## src/hdl/raster_config.svh

```systemverilog
`ifndef RASTER_CONFIG_SVH
`define RASTER_CONFIG_SVH

// Canvas is 2**CANVAS_BITS pixels on a side
`define RASTER_CANVAS_BITS 5

`define RASTER_INST_DEPTH 4     // Instruction queue slots, also sender credits
`define RASTER_PIX_DEPTH 4      // Pixel queue slots, also line engine credits

`define RASTER_ADDR_BITS 11     // Layer, y, x
`define RASTER_DATA_BITS 24     // One RGB word

`endif

```

## src/hdl/raster_pkg.sv

```systemverilog
`default_nettype none
`include "raster_config.svh"

package raster_pkg;

	typedef logic [`RASTER_CANVAS_BITS-1:0] raster_coord_t;    // In-canvas coordinate

	typedef struct packed {
		logic [7:0] r;
		logic [7:0] g;
		logic [7:0] b;
	} raster_color_t;

	// Declared MSB first, so inst_type lands on bit 0
	typedef struct packed {
		logic [3:0] alpha_val;       // Blend weight of layer 1, top bits
		logic [1:0] texture_code;    // Not used by the engines
		raster_color_t color;
		logic fill_type;             // Not used by the engines
		logic layer_num;             // Target layer of a draw
		logic [7:0] y2;
		logic [7:0] x2;
		logic [7:0] y1;
		logic [7:0] x1;
		logic [7:0] y0;
		logic [7:0] x0;
		logic vertice_num;           // 1 triangle, 0 single line
		logic inst_type;             // 0 draw, 1 blend
	} raster_inst_t;

	typedef struct packed {
		raster_coord_t x;
		raster_coord_t y;
		logic layer;
		raster_color_t color;
	} raster_pixel_t;

	typedef struct packed {
		logic layer;                 // Layer selects the upper half of the SRAM
		raster_coord_t y;
		raster_coord_t x;
	} raster_addr_t;

	function automatic logic inst_is_blend(input raster_inst_t inst);
		return inst.inst_type;
	endfunction

	// Index of the final edge, 0 for a line and 2 for a triangle
	function automatic logic [1:0] inst_last_edge(input raster_inst_t inst);
		return inst.vertice_num ? 2'd2 : 2'd0;
	endfunction

	function automatic raster_addr_t make_addr(
		input logic layer,
		input raster_coord_t y,
		input raster_coord_t x
	);
		return '{layer: layer, y: y, x: x};
	endfunction

endpackage

`default_nettype wire

```

## src/hdl/pixel_if.sv

```systemverilog
`timescale 1ns/10ps
`default_nettype none

interface pixel_if;

	logic valid;                        // One pixel offered this cycle
	raster_pkg::raster_pixel_t pixel;   // Coordinates, layer and colour
	logic credit;                       // Pulse per slot freed in the queue

	modport src
	(
		output valid,
		output pixel,
		input credit
	);

	modport dst
	(
		input valid,
		input pixel,
		output credit
	);

endinterface

`default_nettype wire

```

## src/hdl/alpha_blender.sv

```systemverilog
`timescale 1ns/10ps
`default_nettype none
`include "raster_config.svh"

module alpha_blender (
	input logic clk,
	input logic rst_n,
	input logic start,
	input logic [3:0] alpha,
	input raster_pkg::raster_color_t rd_data,   // One cycle after rd_en
	input logic grant,
	output logic rd_en,
	output logic wr_en,
	output raster_pkg::raster_addr_t addr,
	output raster_pkg::raster_color_t wr_data,
	output logic busy,
	output logic done
);

	import raster_pkg::*;

	localparam int CB = `RASTER_CANVAS_BITS;

	typedef enum logic [1:0] {PH_RD0, PH_RD1, PH_WR} phase_t;

	phase_t phase;
	logic [2*CB-1:0] pix_cnt;         // {y, x} of current pixel
	logic [3:0] alpha_q;
	logic rd0_q;                      // Layer 0 word arrives this cycle
	raster_color_t l0_q;              // Layer 0 colour between the two reads

	// (a*top + (16-a)*base) / 16, truncated
	function automatic logic [7:0] mix(input logic [7:0] top, input logic [7:0] base,
		input logic [3:0] a);
		logic [12:0] sum;
		sum = 13'(a) * 13'(top) + (13'd16 - 13'(a)) * 13'(base);
		return sum[11:4];
	endfunction

	assign rd_en = busy && grant && (phase != PH_WR);
	assign wr_en = busy && grant && (phase == PH_WR);
	assign addr = make_addr(phase == PH_RD1, pix_cnt[2*CB-1:CB], pix_cnt[CB-1:0]);
	assign wr_data = '{r: mix(rd_data.r, l0_q.r, alpha_q), g: mix(rd_data.g, l0_q.g, alpha_q),
		b: mix(rd_data.b, l0_q.b, alpha_q)};    // rd_data holds layer 1 in the write phase

	always_ff @(posedge clk or negedge rst_n)
	begin
		if (!rst_n)
		begin
			busy <= 1'b0;
			phase <= PH_RD0;
			pix_cnt <= '0;
			done <= 1'b0;
			rd0_q <= 1'b0;
		end
		else
		begin
			done <= 1'b0;
			rd0_q <= rd_en && (phase == PH_RD0);
			if (start)
			begin
				busy <= 1'b1;
				phase <= PH_RD0;
				pix_cnt <= '0;
			end
			else if (busy)
				case (phase)
					PH_RD0:
						if (grant)
							phase <= PH_RD1;
					PH_RD1:
						if (grant)
							phase <= PH_WR;
					default:
						if (!grant)
							phase <= PH_RD1;           // Layer 1 word is stale, read it again
						else
						begin
							phase <= PH_RD0;
							pix_cnt <= pix_cnt + 1'b1;
							if (pix_cnt == '1)
							begin
								busy <= 1'b0;
								done <= 1'b1;
							end
						end
				endcase
		end
	end

	always_ff @(posedge clk)
	begin
		if (start)
			alpha_q <= alpha;
		if (rd0_q)
			l0_q <= rd_data;
	end

endmodule

`default_nettype wire

```

## src/hdl/credit_fifo.sv

```systemverilog
`timescale 1ns/10ps
`default_nettype none

module credit_fifo #(
	parameter type payload_t = logic [7:0],
	parameter int DEPTH = 4
) (
	input logic clk,
	input logic rst_n,
	input logic push,                 // Sender only pushes while holding a credit
	input payload_t push_data,
	input logic pop,
	output payload_t head,            // Show-ahead, valid while not_empty
	output logic not_empty,
	output logic credit               // Registered pulse per popped entry
);

	localparam int PTR_BITS = (DEPTH > 1) ? $clog2(DEPTH) : 1;
	localparam int CNT_BITS = $clog2(DEPTH + 1);

	payload_t slots [DEPTH];          // Storage ring
	logic [PTR_BITS-1:0] rd_ptr;
	logic [PTR_BITS-1:0] wr_ptr;
	logic [CNT_BITS-1:0] count;       // Occupied slots
	logic do_pop;

	// Wraps at DEPTH so non power of two depths also work
	function automatic logic [PTR_BITS-1:0] ptr_inc(input logic [PTR_BITS-1:0] ptr);
		return (ptr == PTR_BITS'(DEPTH - 1)) ? '0 : ptr + 1'b1;
	endfunction

	assign not_empty = (count != '0);
	assign do_pop = pop && not_empty;      // Pop on empty is ignored
	assign head = slots[rd_ptr];

	always_ff @(posedge clk or negedge rst_n)
	begin
		if (!rst_n)
		begin
			rd_ptr <= '0;
			wr_ptr <= '0;
			count <= '0;
			credit <= 1'b0;
		end
		else
		begin
			if (push)
				wr_ptr <= ptr_inc(wr_ptr);
			if (do_pop)
				rd_ptr <= ptr_inc(rd_ptr);
			count <= count + CNT_BITS'(push) - CNT_BITS'(do_pop);
			credit <= do_pop;                  // Slot handed back one cycle later
		end
	end

	always_ff @(posedge clk)
	begin
		if (push)
			slots[wr_ptr] <= push_data;
	end

endmodule

`default_nettype wire

```

## src/hdl/inst_dispatch.sv

```systemverilog
`timescale 1ns/10ps
`default_nettype none

module inst_dispatch (
	input logic clk,
	input logic rst_n,
	input raster_pkg::raster_inst_t inst,     // Head of the instruction queue
	input logic inst_ready,
	input logic line_idle,
	input logic pix_drained,
	input logic blend_end,
	output logic inst_pop,
	output logic line_start,
	output logic [7:0] line_x0,
	output logic [7:0] line_y0,
	output logic [7:0] line_x1,
	output logic [7:0] line_y1,
	output raster_pkg::raster_color_t line_color,
	output logic line_layer,
	output logic blend_start,
	output logic [3:0] blend_alpha,
	output logic draw_done,
	output logic alpha_done
);

	import raster_pkg::*;

	typedef enum logic [2:0] {
		ST_IDLE,
		ST_EDGE,          // Launch current edge
		ST_EDGE_WAIT,     // Line engine walking
		ST_DRAIN,         // Last pixels still queued or in flight
		ST_BLEND_WAIT,
		ST_BLEND_GO,
		ST_BLEND_RUN
	} state_t;

	state_t state;
	raster_inst_t inst_q;           // Instruction being executed
	logic [1:0] edge_idx;           // 0 v0-v1, 1 v1-v2, 2 v2-v0

	assign inst_pop = (state == ST_IDLE) && inst_ready;
	assign line_start = (state == ST_EDGE);
	assign blend_start = (state == ST_BLEND_GO);
	assign line_color = inst_q.color;
	assign line_layer = inst_q.layer_num;
	assign blend_alpha = inst_q.alpha_val;

	always_comb
	begin
		line_x0 = inst_q.x0;
		line_y0 = inst_q.y0;
		line_x1 = inst_q.x1;
		line_y1 = inst_q.y1;
		case (edge_idx)
			2'd1:
			begin
				line_x0 = inst_q.x1;
				line_y0 = inst_q.y1;
				line_x1 = inst_q.x2;
				line_y1 = inst_q.y2;
			end
			2'd2:
			begin
				line_x0 = inst_q.x2;
				line_y0 = inst_q.y2;
				line_x1 = inst_q.x0;
				line_y1 = inst_q.y0;
			end
			default:
			begin
			end
		endcase
	end

	always_ff @(posedge clk or negedge rst_n)
	begin
		if (!rst_n)
		begin
			state <= ST_IDLE;
			edge_idx <= 2'd0;
			draw_done <= 1'b0;
			alpha_done <= 1'b0;
		end
		else
		begin
			draw_done <= 1'b0;
			alpha_done <= 1'b0;
			case (state)
				ST_IDLE:
					if (inst_ready)
					begin
						edge_idx <= 2'd0;
						state <= inst_is_blend(inst) ? ST_BLEND_WAIT : ST_EDGE;
					end
				ST_EDGE:
					state <= ST_EDGE_WAIT;     // Engine is busy from the next cycle
				ST_EDGE_WAIT:
					if (line_idle)
					begin
						if (edge_idx == inst_last_edge(inst_q))
							state <= ST_DRAIN;
						else
						begin
							edge_idx <= edge_idx + 2'd1;
							state <= ST_EDGE;
						end
					end
				ST_DRAIN:
					if (line_idle && pix_drained)
					begin
						draw_done <= 1'b1;
						state <= ST_IDLE;
					end
				ST_BLEND_WAIT:
					if (pix_drained)
						state <= ST_BLEND_GO;
				ST_BLEND_GO:
					state <= ST_BLEND_RUN;
				default:
					if (blend_end)
					begin
						alpha_done <= 1'b1;
						state <= ST_IDLE;
					end
			endcase
		end
	end

	always_ff @(posedge clk)
	begin
		if (inst_pop)
			inst_q <= inst;
	end

endmodule

`default_nettype wire

```

## src/hdl/line_engine.sv

```systemverilog
`timescale 1ns/10ps
`default_nettype none
`include "raster_config.svh"

module line_engine (
	input logic clk,
	input logic rst_n,
	input logic start,
	input logic [7:0] x0,
	input logic [7:0] y0,
	input logic [7:0] x1,
	input logic [7:0] y1,
	input raster_pkg::raster_color_t color,
	input logic layer,
	output logic idle,
	pixel_if.src pix
);

	import raster_pkg::*;

	localparam int CRED_BITS = $clog2(`RASTER_PIX_DEPTH + 1);

	logic busy;
	logic [7:0] cur_x;
	logic [7:0] cur_y;
	logic [7:0] end_x;
	logic [7:0] end_y;
	logic x_neg;                        // Step direction of x
	logic y_neg;
	logic signed [9:0] dx;              // |x1-x0|
	logic signed [9:0] dy;              // -|y1-y0|
	logic signed [11:0] err;            // Bresenham error term
	logic signed [11:0] e2;
	raster_color_t color_q;
	logic layer_q;
	logic [CRED_BITS-1:0] credits;      // Free slots in the pixel queue
	logic [7:0] abs_dx;
	logic [7:0] abs_dy;
	logic signed [9:0] start_err;
	logic in_canvas;
	logic issue;
	logic advance;
	logic at_end;
	logic step_x;
	logic step_y;

	assign abs_dx = (x1 >= x0) ? x1 - x0 : x0 - x1;
	assign abs_dy = (y1 >= y0) ? y1 - y0 : y0 - y1;
	assign start_err = $signed({2'b00, abs_dx}) - $signed({2'b00, abs_dy});

	assign in_canvas = (cur_x[7:`RASTER_CANVAS_BITS] == '0) && (cur_y[7:`RASTER_CANVAS_BITS] == '0);
	assign issue = busy && in_canvas && (credits != '0);
	assign advance = busy && (!in_canvas || (credits != '0));   // Clipped points cost no credit
	assign at_end = (cur_x == end_x) && (cur_y == end_y);
	assign e2 = err <<< 1;
	assign step_x = (e2 >= 12'(dy));
	assign step_y = (e2 <= 12'(dx));

	assign idle = !busy;
	assign pix.valid = issue;
	assign pix.pixel = '{x: cur_x[`RASTER_CANVAS_BITS-1:0], y: cur_y[`RASTER_CANVAS_BITS-1:0],
		layer: layer_q, color: color_q};

	always_ff @(posedge clk or negedge rst_n)
	begin
		if (!rst_n)
		begin
			busy <= 1'b0;
			credits <= CRED_BITS'(`RASTER_PIX_DEPTH);
		end
		else
		begin
			if (start)
				busy <= 1'b1;
			else if (advance && at_end)
				busy <= 1'b0;                  // End point included
			credits <= credits - CRED_BITS'(issue) + CRED_BITS'(pix.credit);
		end
	end

	always_ff @(posedge clk)
	begin
		if (start)
		begin
			cur_x <= x0;
			cur_y <= y0;
			end_x <= x1;
			end_y <= y1;
			x_neg <= (x1 < x0);
			y_neg <= (y1 < y0);
			dx <= $signed({2'b00, abs_dx});
			dy <= -$signed({2'b00, abs_dy});
			err <= 12'(start_err);
			color_q <= color;
			layer_q <= layer;
		end
		else if (advance && !at_end)         // Holds position while out of credits
		begin
			if (step_x)
				cur_x <= x_neg ? cur_x - 8'd1 : cur_x + 8'd1;
			if (step_y)
				cur_y <= y_neg ? cur_y - 8'd1 : cur_y + 8'd1;
			err <= err + (step_x ? 12'(dy) : 12'sd0) + (step_y ? 12'(dx) : 12'sd0);
		end
	end

endmodule

`default_nettype wire

```

## src/hdl/mem_arbiter.sv

```systemverilog
`timescale 1ns/10ps
`default_nettype none

module mem_arbiter (
	input logic clk,
	input logic rst_n,
	input raster_pkg::raster_pixel_t pix_head,   // Head of the pixel queue
	input logic pix_ready,
	input logic blend_busy,
	input logic blend_rd_en,
	input logic blend_wr_en,
	input raster_pkg::raster_addr_t blend_addr,
	input raster_pkg::raster_color_t blend_wr_data,
	output logic pix_pop,
	output logic pix_drained,
	output logic mem_read_enable,
	output logic mem_write_enable,
	output raster_pkg::raster_addr_t mem_address,
	output raster_pkg::raster_color_t mem_write_data
);

	import raster_pkg::*;

	logic pix_wr_q;                   // Pixel write on the port this cycle
	raster_addr_t pix_addr_q;
	raster_color_t pix_data_q;

	assign pix_pop = pix_ready && !blend_busy;     // Blender has priority
	assign pix_drained = !pix_ready && !pix_wr_q;

	// Blender drives the port straight through, pixel writes come from registers
	assign mem_read_enable = blend_busy && blend_rd_en;
	assign mem_write_enable = blend_busy ? blend_wr_en : pix_wr_q;
	assign mem_address = blend_busy ? blend_addr : pix_addr_q;
	assign mem_write_data = blend_busy ? blend_wr_data : pix_data_q;

	always_ff @(posedge clk or negedge rst_n)
	begin
		if (!rst_n)
			pix_wr_q <= 1'b0;
		else
			pix_wr_q <= pix_pop;            // Write lands the cycle after the pop
	end

	always_ff @(posedge clk)
	begin
		if (pix_pop)
		begin
			pix_addr_q <= make_addr(pix_head.layer, pix_head.y, pix_head.x);
			pix_data_q <= pix_head.color;
		end
	end

endmodule

`default_nettype wire

```

## src/hdl/raster_top.sv

```systemverilog
`timescale 1ns/10ps
`default_nettype none
`include "raster_config.svh"

module raster_top (
	input logic clk,
	input logic rst_n,
	input logic inst_valid,
	input logic [$bits(raster_pkg::raster_inst_t)-1:0] inst_data,
	output logic inst_credit,
	output logic mem_read_enable,
	output logic mem_write_enable,
	output logic [`RASTER_ADDR_BITS-1:0] mem_address,
	input logic [`RASTER_DATA_BITS-1:0] mem_read_data,
	output logic [`RASTER_DATA_BITS-1:0] mem_write_data,
	output logic draw_done,
	output logic alpha_done
);

	import raster_pkg::*;

	raster_inst_t inst_head;
	logic inst_ready;
	logic inst_pop;
	logic line_start;
	logic line_idle;
	logic [7:0] line_x0;
	logic [7:0] line_y0;
	logic [7:0] line_x1;
	logic [7:0] line_y1;
	raster_color_t line_color;
	logic line_layer;
	logic blend_start;
	logic blend_end;
	logic [3:0] blend_alpha;
	raster_pixel_t pix_head;
	logic pix_ready;
	logic pix_pop;
	logic pix_drained;
	logic blend_busy;
	logic blend_rd_en;
	logic blend_wr_en;
	raster_addr_t blend_addr;
	raster_color_t blend_wr_data;

	pixel_if pix_bus ();

	credit_fifo #(.payload_t(raster_inst_t), .DEPTH(`RASTER_INST_DEPTH)) u_inst_fifo (
		.clk(clk), .rst_n(rst_n), .push(inst_valid), .push_data(inst_data),
		.pop(inst_pop), .head(inst_head), .not_empty(inst_ready), .credit(inst_credit)
	);

	inst_dispatch u_dispatch (
		.clk(clk), .rst_n(rst_n), .inst(inst_head), .inst_ready(inst_ready),
		.line_idle(line_idle), .pix_drained(pix_drained), .blend_end(blend_end),
		.inst_pop(inst_pop), .line_start(line_start), .line_x0(line_x0), .line_y0(line_y0),
		.line_x1(line_x1), .line_y1(line_y1), .line_color(line_color),
		.line_layer(line_layer), .blend_start(blend_start), .blend_alpha(blend_alpha),
		.draw_done(draw_done), .alpha_done(alpha_done)
	);

	line_engine u_line (
		.clk(clk), .rst_n(rst_n), .start(line_start), .x0(line_x0), .y0(line_y0),
		.x1(line_x1), .y1(line_y1), .color(line_color), .layer(line_layer),
		.idle(line_idle), .pix(pix_bus.src)
	);

	// Pixel queue is the sink side of pix_bus
	credit_fifo #(.payload_t(raster_pixel_t), .DEPTH(`RASTER_PIX_DEPTH)) u_pix_fifo (
		.clk(clk), .rst_n(rst_n), .push(pix_bus.valid), .push_data(pix_bus.pixel),
		.pop(pix_pop), .head(pix_head), .not_empty(pix_ready), .credit(pix_bus.credit)
	);

	alpha_blender u_blend (
		.clk(clk), .rst_n(rst_n), .start(blend_start), .alpha(blend_alpha),
		.rd_data(mem_read_data), .grant(pix_drained), .rd_en(blend_rd_en),
		.wr_en(blend_wr_en), .addr(blend_addr), .wr_data(blend_wr_data),
		.busy(blend_busy), .done(blend_end)
	);

	mem_arbiter u_arb (
		.clk(clk), .rst_n(rst_n), .pix_head(pix_head), .pix_ready(pix_ready),
		.blend_busy(blend_busy), .blend_rd_en(blend_rd_en), .blend_wr_en(blend_wr_en),
		.blend_addr(blend_addr), .blend_wr_data(blend_wr_data), .pix_pop(pix_pop),
		.pix_drained(pix_drained), .mem_read_enable(mem_read_enable),
		.mem_write_enable(mem_write_enable), .mem_address(mem_address),
		.mem_write_data(mem_write_data)
	);

endmodule

`default_nettype wire

```

## config.mk

```make
export PLATFORM = sky130hd
export DESIGN_NAME = raster_top
export DESIGN_NICKNAME = d
export VERILOG_FILES = /design/src/hdl/raster_pkg.sv /design/src/hdl/pixel_if.sv /design/src/hdl/alpha_blender.sv /design/src/hdl/credit_fifo.sv /design/src/hdl/inst_dispatch.sv /design/src/hdl/line_engine.sv /design/src/hdl/mem_arbiter.sv /design/src/hdl/raster_top.sv
export VERILOG_INCLUDE_DIRS = /design/src /design/src/hdl
export SDC_FILE = /design/constraint.sdc
export NUM_CORES = 1
export LEC_CHECK = 0
export BUFFER_PORTS_ARGS = -buffer_cell sky130_fd_sc_hd__buf_4
export CAP_MARGIN = 20
export CORE_ASPECT_RATIO = 1.1
export CORE_MARGIN = 1.5
export CORE_UTILIZATION = 30
export CTS_BUF_LIST = sky130_fd_sc_hd__clkbuf_2
export CTS_CLUSTER_SIZE = 28
export DETAILED_ROUTE_END_ITERATION = 10
export GPL_TIMING_DRIVEN = 0
export REMOVE_ABC_BUFFERS = 1
export SETUP_SLACK_MARGIN = 0.15
export SYNTH_ARGS = -nofsm -noshare
export SYNTH_HDL_FRONTEND = slang
export SYNTH_SLANG_ARGS = --single-unit
```

## constraint.sdc

```tcl
create_clock -name clk -period 27.7 [get_ports clk]
set_input_delay 1.385 -clock clk [delete_from_list [all_inputs] [get_ports clk]]
set_output_delay 1.385 -clock clk [all_outputs]
set_load 0.01 [all_outputs]
```

==> impl_metrics.csv, run 1 <==
group,metric,value,unit
run_status,status,"complete, no violations",
logic_synthesis,synthSimpleGateAreaFrac,6.38,%
worst_setup_path,crit_fanout,15,
detailed_routing,wire_per_inst,17.1,µm
cts,cts_buffers,183,
logic_synthesis,synth_compound_area_share,4.26,%
place,gp_congestion,0.793,
place,hpwlAfterDp,55400,µm
sta,max_slew.worst_pin.slew,1.04,ns
logic_synthesis,synth_top_area_cell,"edfxtp_1",
sta,finalSetupViolations,0,
die,start_util,30.4,%
sta,min_period,9.43,ns
worst_setup_path,required,26.31,ns
cts,clock_latency,1.38,ns
place,pre_cts_slack,19.53,ns
cts,postCtsSetupBuffers,0,
sta,rsz0062_at_grt,"no",
logic_synthesis,ys_top_cells_by_area,"edfxtp_1, fa_1, mux4_2, ha_1, inv_1",
logic_synthesis,synth_edf_count,685,
worst_setup_path,crit_arrival,8.05,ns
worst_hold_path,hold_class,"input port to register",
sta,fmax,0.106,GHz
logic_synthesis,ys.flop_type,"edfxtp_1",
sta,drv_slew,0,
finish,layout.nets,3285,
logic_synthesis,ys_types,62,
sta,worst_slack,18.27,ns
cts,clk_path_buf_depth,3,
sta,min_period_over_period,34.1,%
logic_synthesis,yosysSeqAreaShare,58.5,%
logic_synthesis,synthDominantCellAreaShare,55.7,%
cts,cts_sinks,727,
worst_setup_path,crit_path_end_kind,"output pin",
detailed_routing,ant_nets,0,
die,die_h,371,µm
global_route,grt_pass1_wl,123000,µm
detailed_routing,drc,0,
place,numPortBuffers,145,
detailed_routing,num_vias,20500,
logic_synthesis,avgSynthCellArea,14.7,µm²
detailed_routing,drt_iter0_markers,930,
worst_setup_path,worstSetupPathType,"register to output pin",
global_route,grt_overflow,0,
logic_synthesis,syn_inst,2517,
cts,clkTransAtPathRegs,0.11,ns
die,rows,134,
die,fp.coreArea,122000,µm²
logic_synthesis,synthXorXnorAreaFrac,2.73,%
detailed_routing,routed_wirelength,78600,µm
logic_synthesis,yosys_register_bits,727,
logic_synthesis,syn_area,37000,µm²
die,design.die.area,125000,µm²
detailed_routing,dr.pass1.iters,5,
finish,area_delta_synth_final,14.4,%
sta,clock-skew-final,0.115,ns
detailed_routing,via_per_inst,4.47,
run,cap_violations,0,
sta,slew_headroom,30.7,%
logic_synthesis,synth.area.mux_share,8.43,%
die,io_pins,149,
cts,h-tree-depth,4,
cts,ctsResizeCount,0,
cts,cts_tree,"built",
global_route,antenna_found_initial,11,
logic_synthesis,synthArstFlopShare,5.78,%
logic_synthesis,ys.warnings.count,0,
logic_synthesis,synthAdderAreaFrac,15.3,%
cts,cts-root-buf,"clkbuf_2",
sta,hold_viol,0,
global_route,track_usage,12.9,%
finish,drive_gt1_share,21.9,%
global_route,grt_max_degree,70,
worst_setup_path,startpoint_type,"register",
die,die_x,338,µm
logic_synthesis,synth_top_family_by_area,"adder cells",
sta,setup_tns,0,ns
global_route,grt_pass1_vias,22000,
-- worst paths after layout --
path                       depth (start not counted)  slack [ns]                       end                       from
max                                               22       18.27        mem_write_data[23]         u_blend.alpha_q[0]
min                                                1        0.19  u_inst_fifo.slots[3][57]              inst_data[57]
max reg2reg                                       20       21.75             u_line.err[7]     u_dispatch.edge_idx[0]
min reg2reg                                        0        0.41      u_line.pix.pixel[15]  u_dispatch.line_color[15]
max in group asynchronous                          2       26.63     u_inst_fifo.rd_ptr[0]                      rst_n
min in group asynchronous                          2        0.55     u_inst_fifo.wr_ptr[1]                      rst_n
-- synth_stat cells, types with 3 or more instances --
| cell | number |
|---|---|
| a31oi_1 | 9 |
| o21ai_0 | 55 |
| edfxtp_1 | 685 |
| o21ai_1 | 9 |
| and3_1 | 7 |
| xnor2_1 | 60 |
| nand3_1 | 13 |
| a211oi_1 | 5 |
| clkbuf_1 | 61 |
| nand2_1 | 188 |
| and2_1 | 125 |
| nand3b_1 | 9 |
| inv_1 | 351 |
| nor4_1 | 6 |
| nor2b_1 | 11 |
| a21o_1 | 21 |
| o21bai_1 | 10 |
| a22oi_1 | 33 |
| nor3_1 | 12 |
| mux4_2 | 114 |
| nand2b_1 | 5 |
| and4_1 | 3 |
| nor2_1 | 68 |
| mux2i_1 | 11 |
| o21a_1 | 12 |
| o31ai_1 | 5 |
| nor3b_1 | 5 |
| mux2_2 | 39 |
| ha_1 | 202 |
| a21oi_1 | 71 |
| nand4_1 | 13 |
| fa_1 | 157 |
| o211ai_1 | 4 |
| buf_1 | 16 |
| xor2_1 | 49 |
| dfrtp_1 | 41 |
-- final cells by class --
| class | instances | area (µm²) |
|---|---|---|
| clock inverters | 63 | 344 |
| diodes | 8 | 20.0 |
| flip-flops and latches | 727 | 21600 |
| well taps | 1632 | 2040 |
| repair buffers | 192 | 1860 |
| clock buffers | 253 | 1270 |
| fillers | 12000 | 79400 |
| multi-input cells | 1362 | 13800 |
| inverters | 351 | 1320 |
-- kinds of logic after synthesis --
logic type / Yosys count
buffers and inverters: 428
AO/OA/AOI/OAI: 252
multiplexers: 164
XOR/XNOR: 112
flip-flops: 727
adder cells (fa/ha/maj): 359
AND/OR/NAND/NOR: 475
-- registers in the layout, summed over array words and instances (netlist names), 10 cells and up --
name	flops
u_line.err	11
u_line.dy	10
u_dispatch.line_color	24
u_arb.pix_addr_q	11
u_pix_fifo.slots	140
u_inst_fifo.slots	316
u_blend.pix_cnt	10
u_blend.l0_q	24
u_dispatch.inst_q	49
u_line.pix.pixel	24
u_arb.pix_data_q	24
-- worst max-delay path: stages, from the launching register on --
cell,delay (ns)
edfxtp_1,0.71
buf_16,0.29
inv_1,0.06
ha_1,0.19
nor3b_2,0.62
buf_6,0.26
nand2_1,0.09
fa_1,0.49
fa_1,0.52
inv_1,0.04
ha_1,0.28
fa_1,0.48
inv_1,0.05
fa_1,0.48
inv_1,0.05
ha_1,0.30
a21o_1,0.20
a21oi_1,0.34
o21ai_0,0.32
a211oi_1,0.39
xnor2_1,0.10
mux2_2,0.29
buf_4,0.15
-- cells in the final DEF, fill, tap and decap left out, types with 40 or more instances in the layout --
| master | instances |
|---|---|
| edfxtp_1 | 685 |
| inv_1 | 350 |
| clkbuf_2 | 253 |
| ha_1 | 201 |
| nand2_1 | 188 |
| buf_4 | 158 |
| fa_1 | 157 |
| and2_1 | 117 |
| mux4_2 | 114 |
| a21oi_1 | 71 |
| nor2_1 | 67 |
| xnor2_1 | 58 |
| o21ai_0 | 55 |
| xor2_1 | 49 |
| clkinv_1 | 40 |
-- through the flow --
| stage | cells | area, µm² | hold WS [ns] | util, % |
|---|---|---|---|---|
| floorplan | 2440 | 36700 | 0.400 | - |
| global route | 4587 | 42300 | -0.0146 | 34.7 |
| detailed placement | 4256 | 40500 | 0.405 | 33.3 |
| finish | 4588 | 42300 | 0.192 | 34.7 |
| global placement | 4217 | 39800 | 0.402 | 32.7 |
| CTS | 4578 | 42200 | 0.000145 | 34.7 |
-- per-layer routing --
metal,up-vias,GRT usage (%),wire [µm]
met2,443,21.6,38500
met1,10300,16.1,33800
li1,9676,-,-
met3,128,3.65,4740
met4,14,4.18,1430
met5,-,0,85
-- repair_timing --
action,in CTS,in global routing
setup endpoints to repair,0,0
hold buffers,6,0
endpoints found under the hold margin,55,0
Power of run 1 is not shown: default switching activity piles up to over one toggle a cycle in this logic, so the estimate is an artifact.
==> run 2: changes to the inputs <==
- clock period: 27.7 -> 9.8 ns (I/O delays scaled with it)
==> impl_metrics.csv, run 2 (synthesized netlist as in run 1, its figures left out) <==
group,metric,value,unit
run_status,status,"complete, no violations",
worst_setup_path,timing.rr.end,"u_line.err[7]",
cts,cts_buffers,183,
die,io_pins,149,
cts,cts-root-buf,"clkbuf_2",
global_route,grt_overflow,0,
sta,finalSetupViolations,0,
place,post_dp_cell_area,40500,µm²
worst_setup_path,ff2ff_setup_slack,3.87,ns
finish,drive_gt1_share,20.6,%
worst_setup_path,crit_arrival,8.06,ns
cts,h-tree-depth,4,
detailed_routing,routed_wirelength,80400,µm
sta,slew_headroom,31.2,%
sta,whs,0.181,ns
global_route,grt_pass1_vias,22900,
sta,setup_tns,0,ns
finish,multi_input_area,13800,µm²
run,cap_violations,0,
die,die_h,371,µm
detailed_routing,ant_nets,0,
cts,cts_tree,"built",
finish,final_common_cell,"edfxtp_1",
sta,min_period_over_period,87.3,%
global_route,track_usage,13.2,%
global_route,grt_max_degree,70,
detailed_routing,num_vias,21300,
cts,postCtsSetupBuffers,0,
finish,register_area,21600,µm²
worst_setup_path,worstSetupPathType,"register to output pin",
die,design.die.area,125000,µm²
worst_setup_path,required,9.31,ns
detailed_routing,via_per_inst,4.45,
detailed_routing,wire_per_inst,16.8,µm
worst_setup_path,reg2reg_depth,20,
detailed_routing,drt_iter0_markers,997,
sta,clock-skew-final,0.112,ns
sta,hold_viol,0,
place,numPortBuffers,145,
global_route,antenna_found_initial,9,
die,rows,134,
worst_setup_path,crit_path_end_kind,"output pin",
finish,top_register,"u_inst_fifo.slots",
finish,area_delta_synth_final,20.0,%
finish,final_cell_mix,"edfxtp_1, inv_1, clkbuf_2",
detailed_routing,dr.pass1.iters,5,
worst_setup_path,startpoint_type,"register",
detailed_routing,drc,0,
worst_setup_path,r2r-start,"u_dispatch.edge_idx[0]",
cts,clock_latency,1.37,ns
die,die_x,338,µm
die,start_util,30.4,%
global_route,grt_pass1_wl,127000,µm
finish,layout.nets,3490,
worst_hold_path,hold_class,"input port to async pin",
worst_setup_path,crit_fanout,15,
finish,utilization,36.4,%
cts,cts_sinks,727,
finish,largestRegisters,"u_inst_fifo.slots (316), u_pix_fifo.slots (140), u_dispatch.inst_q (49)",
finish,stdcell_area,44300,µm²
sta,fmax,0.117,GHz
sta,drv_slew,0,
finish,nFillCells,11800,
cts,clkTransAtPathRegs,0.10,ns
place,gp_congestion,0.793,
sta,rsz0062_at_grt,"no",
die,fp.coreArea,122000,µm²
finish,largest_reg_flops,316,
place,hpwlAfterDp,55400,µm
sta,min_period,8.55,ns
cts,clk_path_buf_depth,3,
sta,max_slew.worst_pin.slew,1.03,ns
cts,ctsResizeCount,0,
run 2: changes by cell type in the layout (fill, tap and decap cells not counted), sizes merged:
cell / change
buf: +1
dlygate4sd3: +204
run 2: how the worst max path moves through the flow:
stage,from,slack (ns),endpoint,cells after the start
floorplan,u_dispatch.state[1],-0.62,u_inst_fifo.count[2],8
global placement,u_dispatch.state[1],-6.98,u_inst_fifo.count[2],8
detailed placement,u_blend.alpha_q[0],2.53,mem_write_data[23],22
CTS,u_blend.alpha_q[0],0.98,mem_write_data[23],22
global route,u_blend.alpha_q[0],0.62,mem_write_data[23],22
finish,u_blend.alpha_q[0],1.25,mem_write_data[23],22
run 2: critical path, cell delays in order (launching register included):
cell and delay (ns):
edfxtp_1 0.70, buf_16 0.29, inv_1 0.06, ha_1 0.19, nor3b_2 0.63, buf_6 0.26
nand2_1 0.09, fa_1 0.49, fa_1 0.52, inv_1 0.04, ha_1 0.29, fa_1 0.49
inv_1 0.05, fa_1 0.48, inv_1 0.05, ha_1 0.30, a21o_1 0.20, a21oi_1 0.35
o21ai_0 0.32, a211oi_1 0.39, xnor2_1 0.10, mux2_2 0.29, buf_4 0.15
run 2: layout make-up:
class / count / share of cell area, %
timing repair buffer: 397 / 8.86
clock inverter: 63 / 0.776
tap: 1632 / 4.60
multi-input combinational: 1362 / 31.1
clock buffer: 253 / 2.86
antenna: 8 / 0.0451
sequential: 727 / 48.8
inverter: 351 / 2.98
run 2: per-stage QoR:
step | std cells | worst slack [ns]
global route | 4792 | 0.619
finish | 4793 | 1.25
global placement | 4217 | -6.98
detailed placement | 4256 | 2.53
floorplan | 2440 | -0.625
CTS | 4783 | 0.979
run 2: repair_timing:
action / in CTS / in global routing
hold buffers: 211 / 0
endpoints found under the setup margin: 0 / 0
hold endpoints to repair: 650 / 0
run 2: metal layers:
metal,global-route usage [%],vias to the layer above,wire length [µm]
met1,16.7,10700,35200
met3,3.17,126,4080
met4,4.16,12,1350
met2,22.2,460,39700
li1,-,10100,-
met5,0,-,69
Power of run 2 is left out for the same reason.
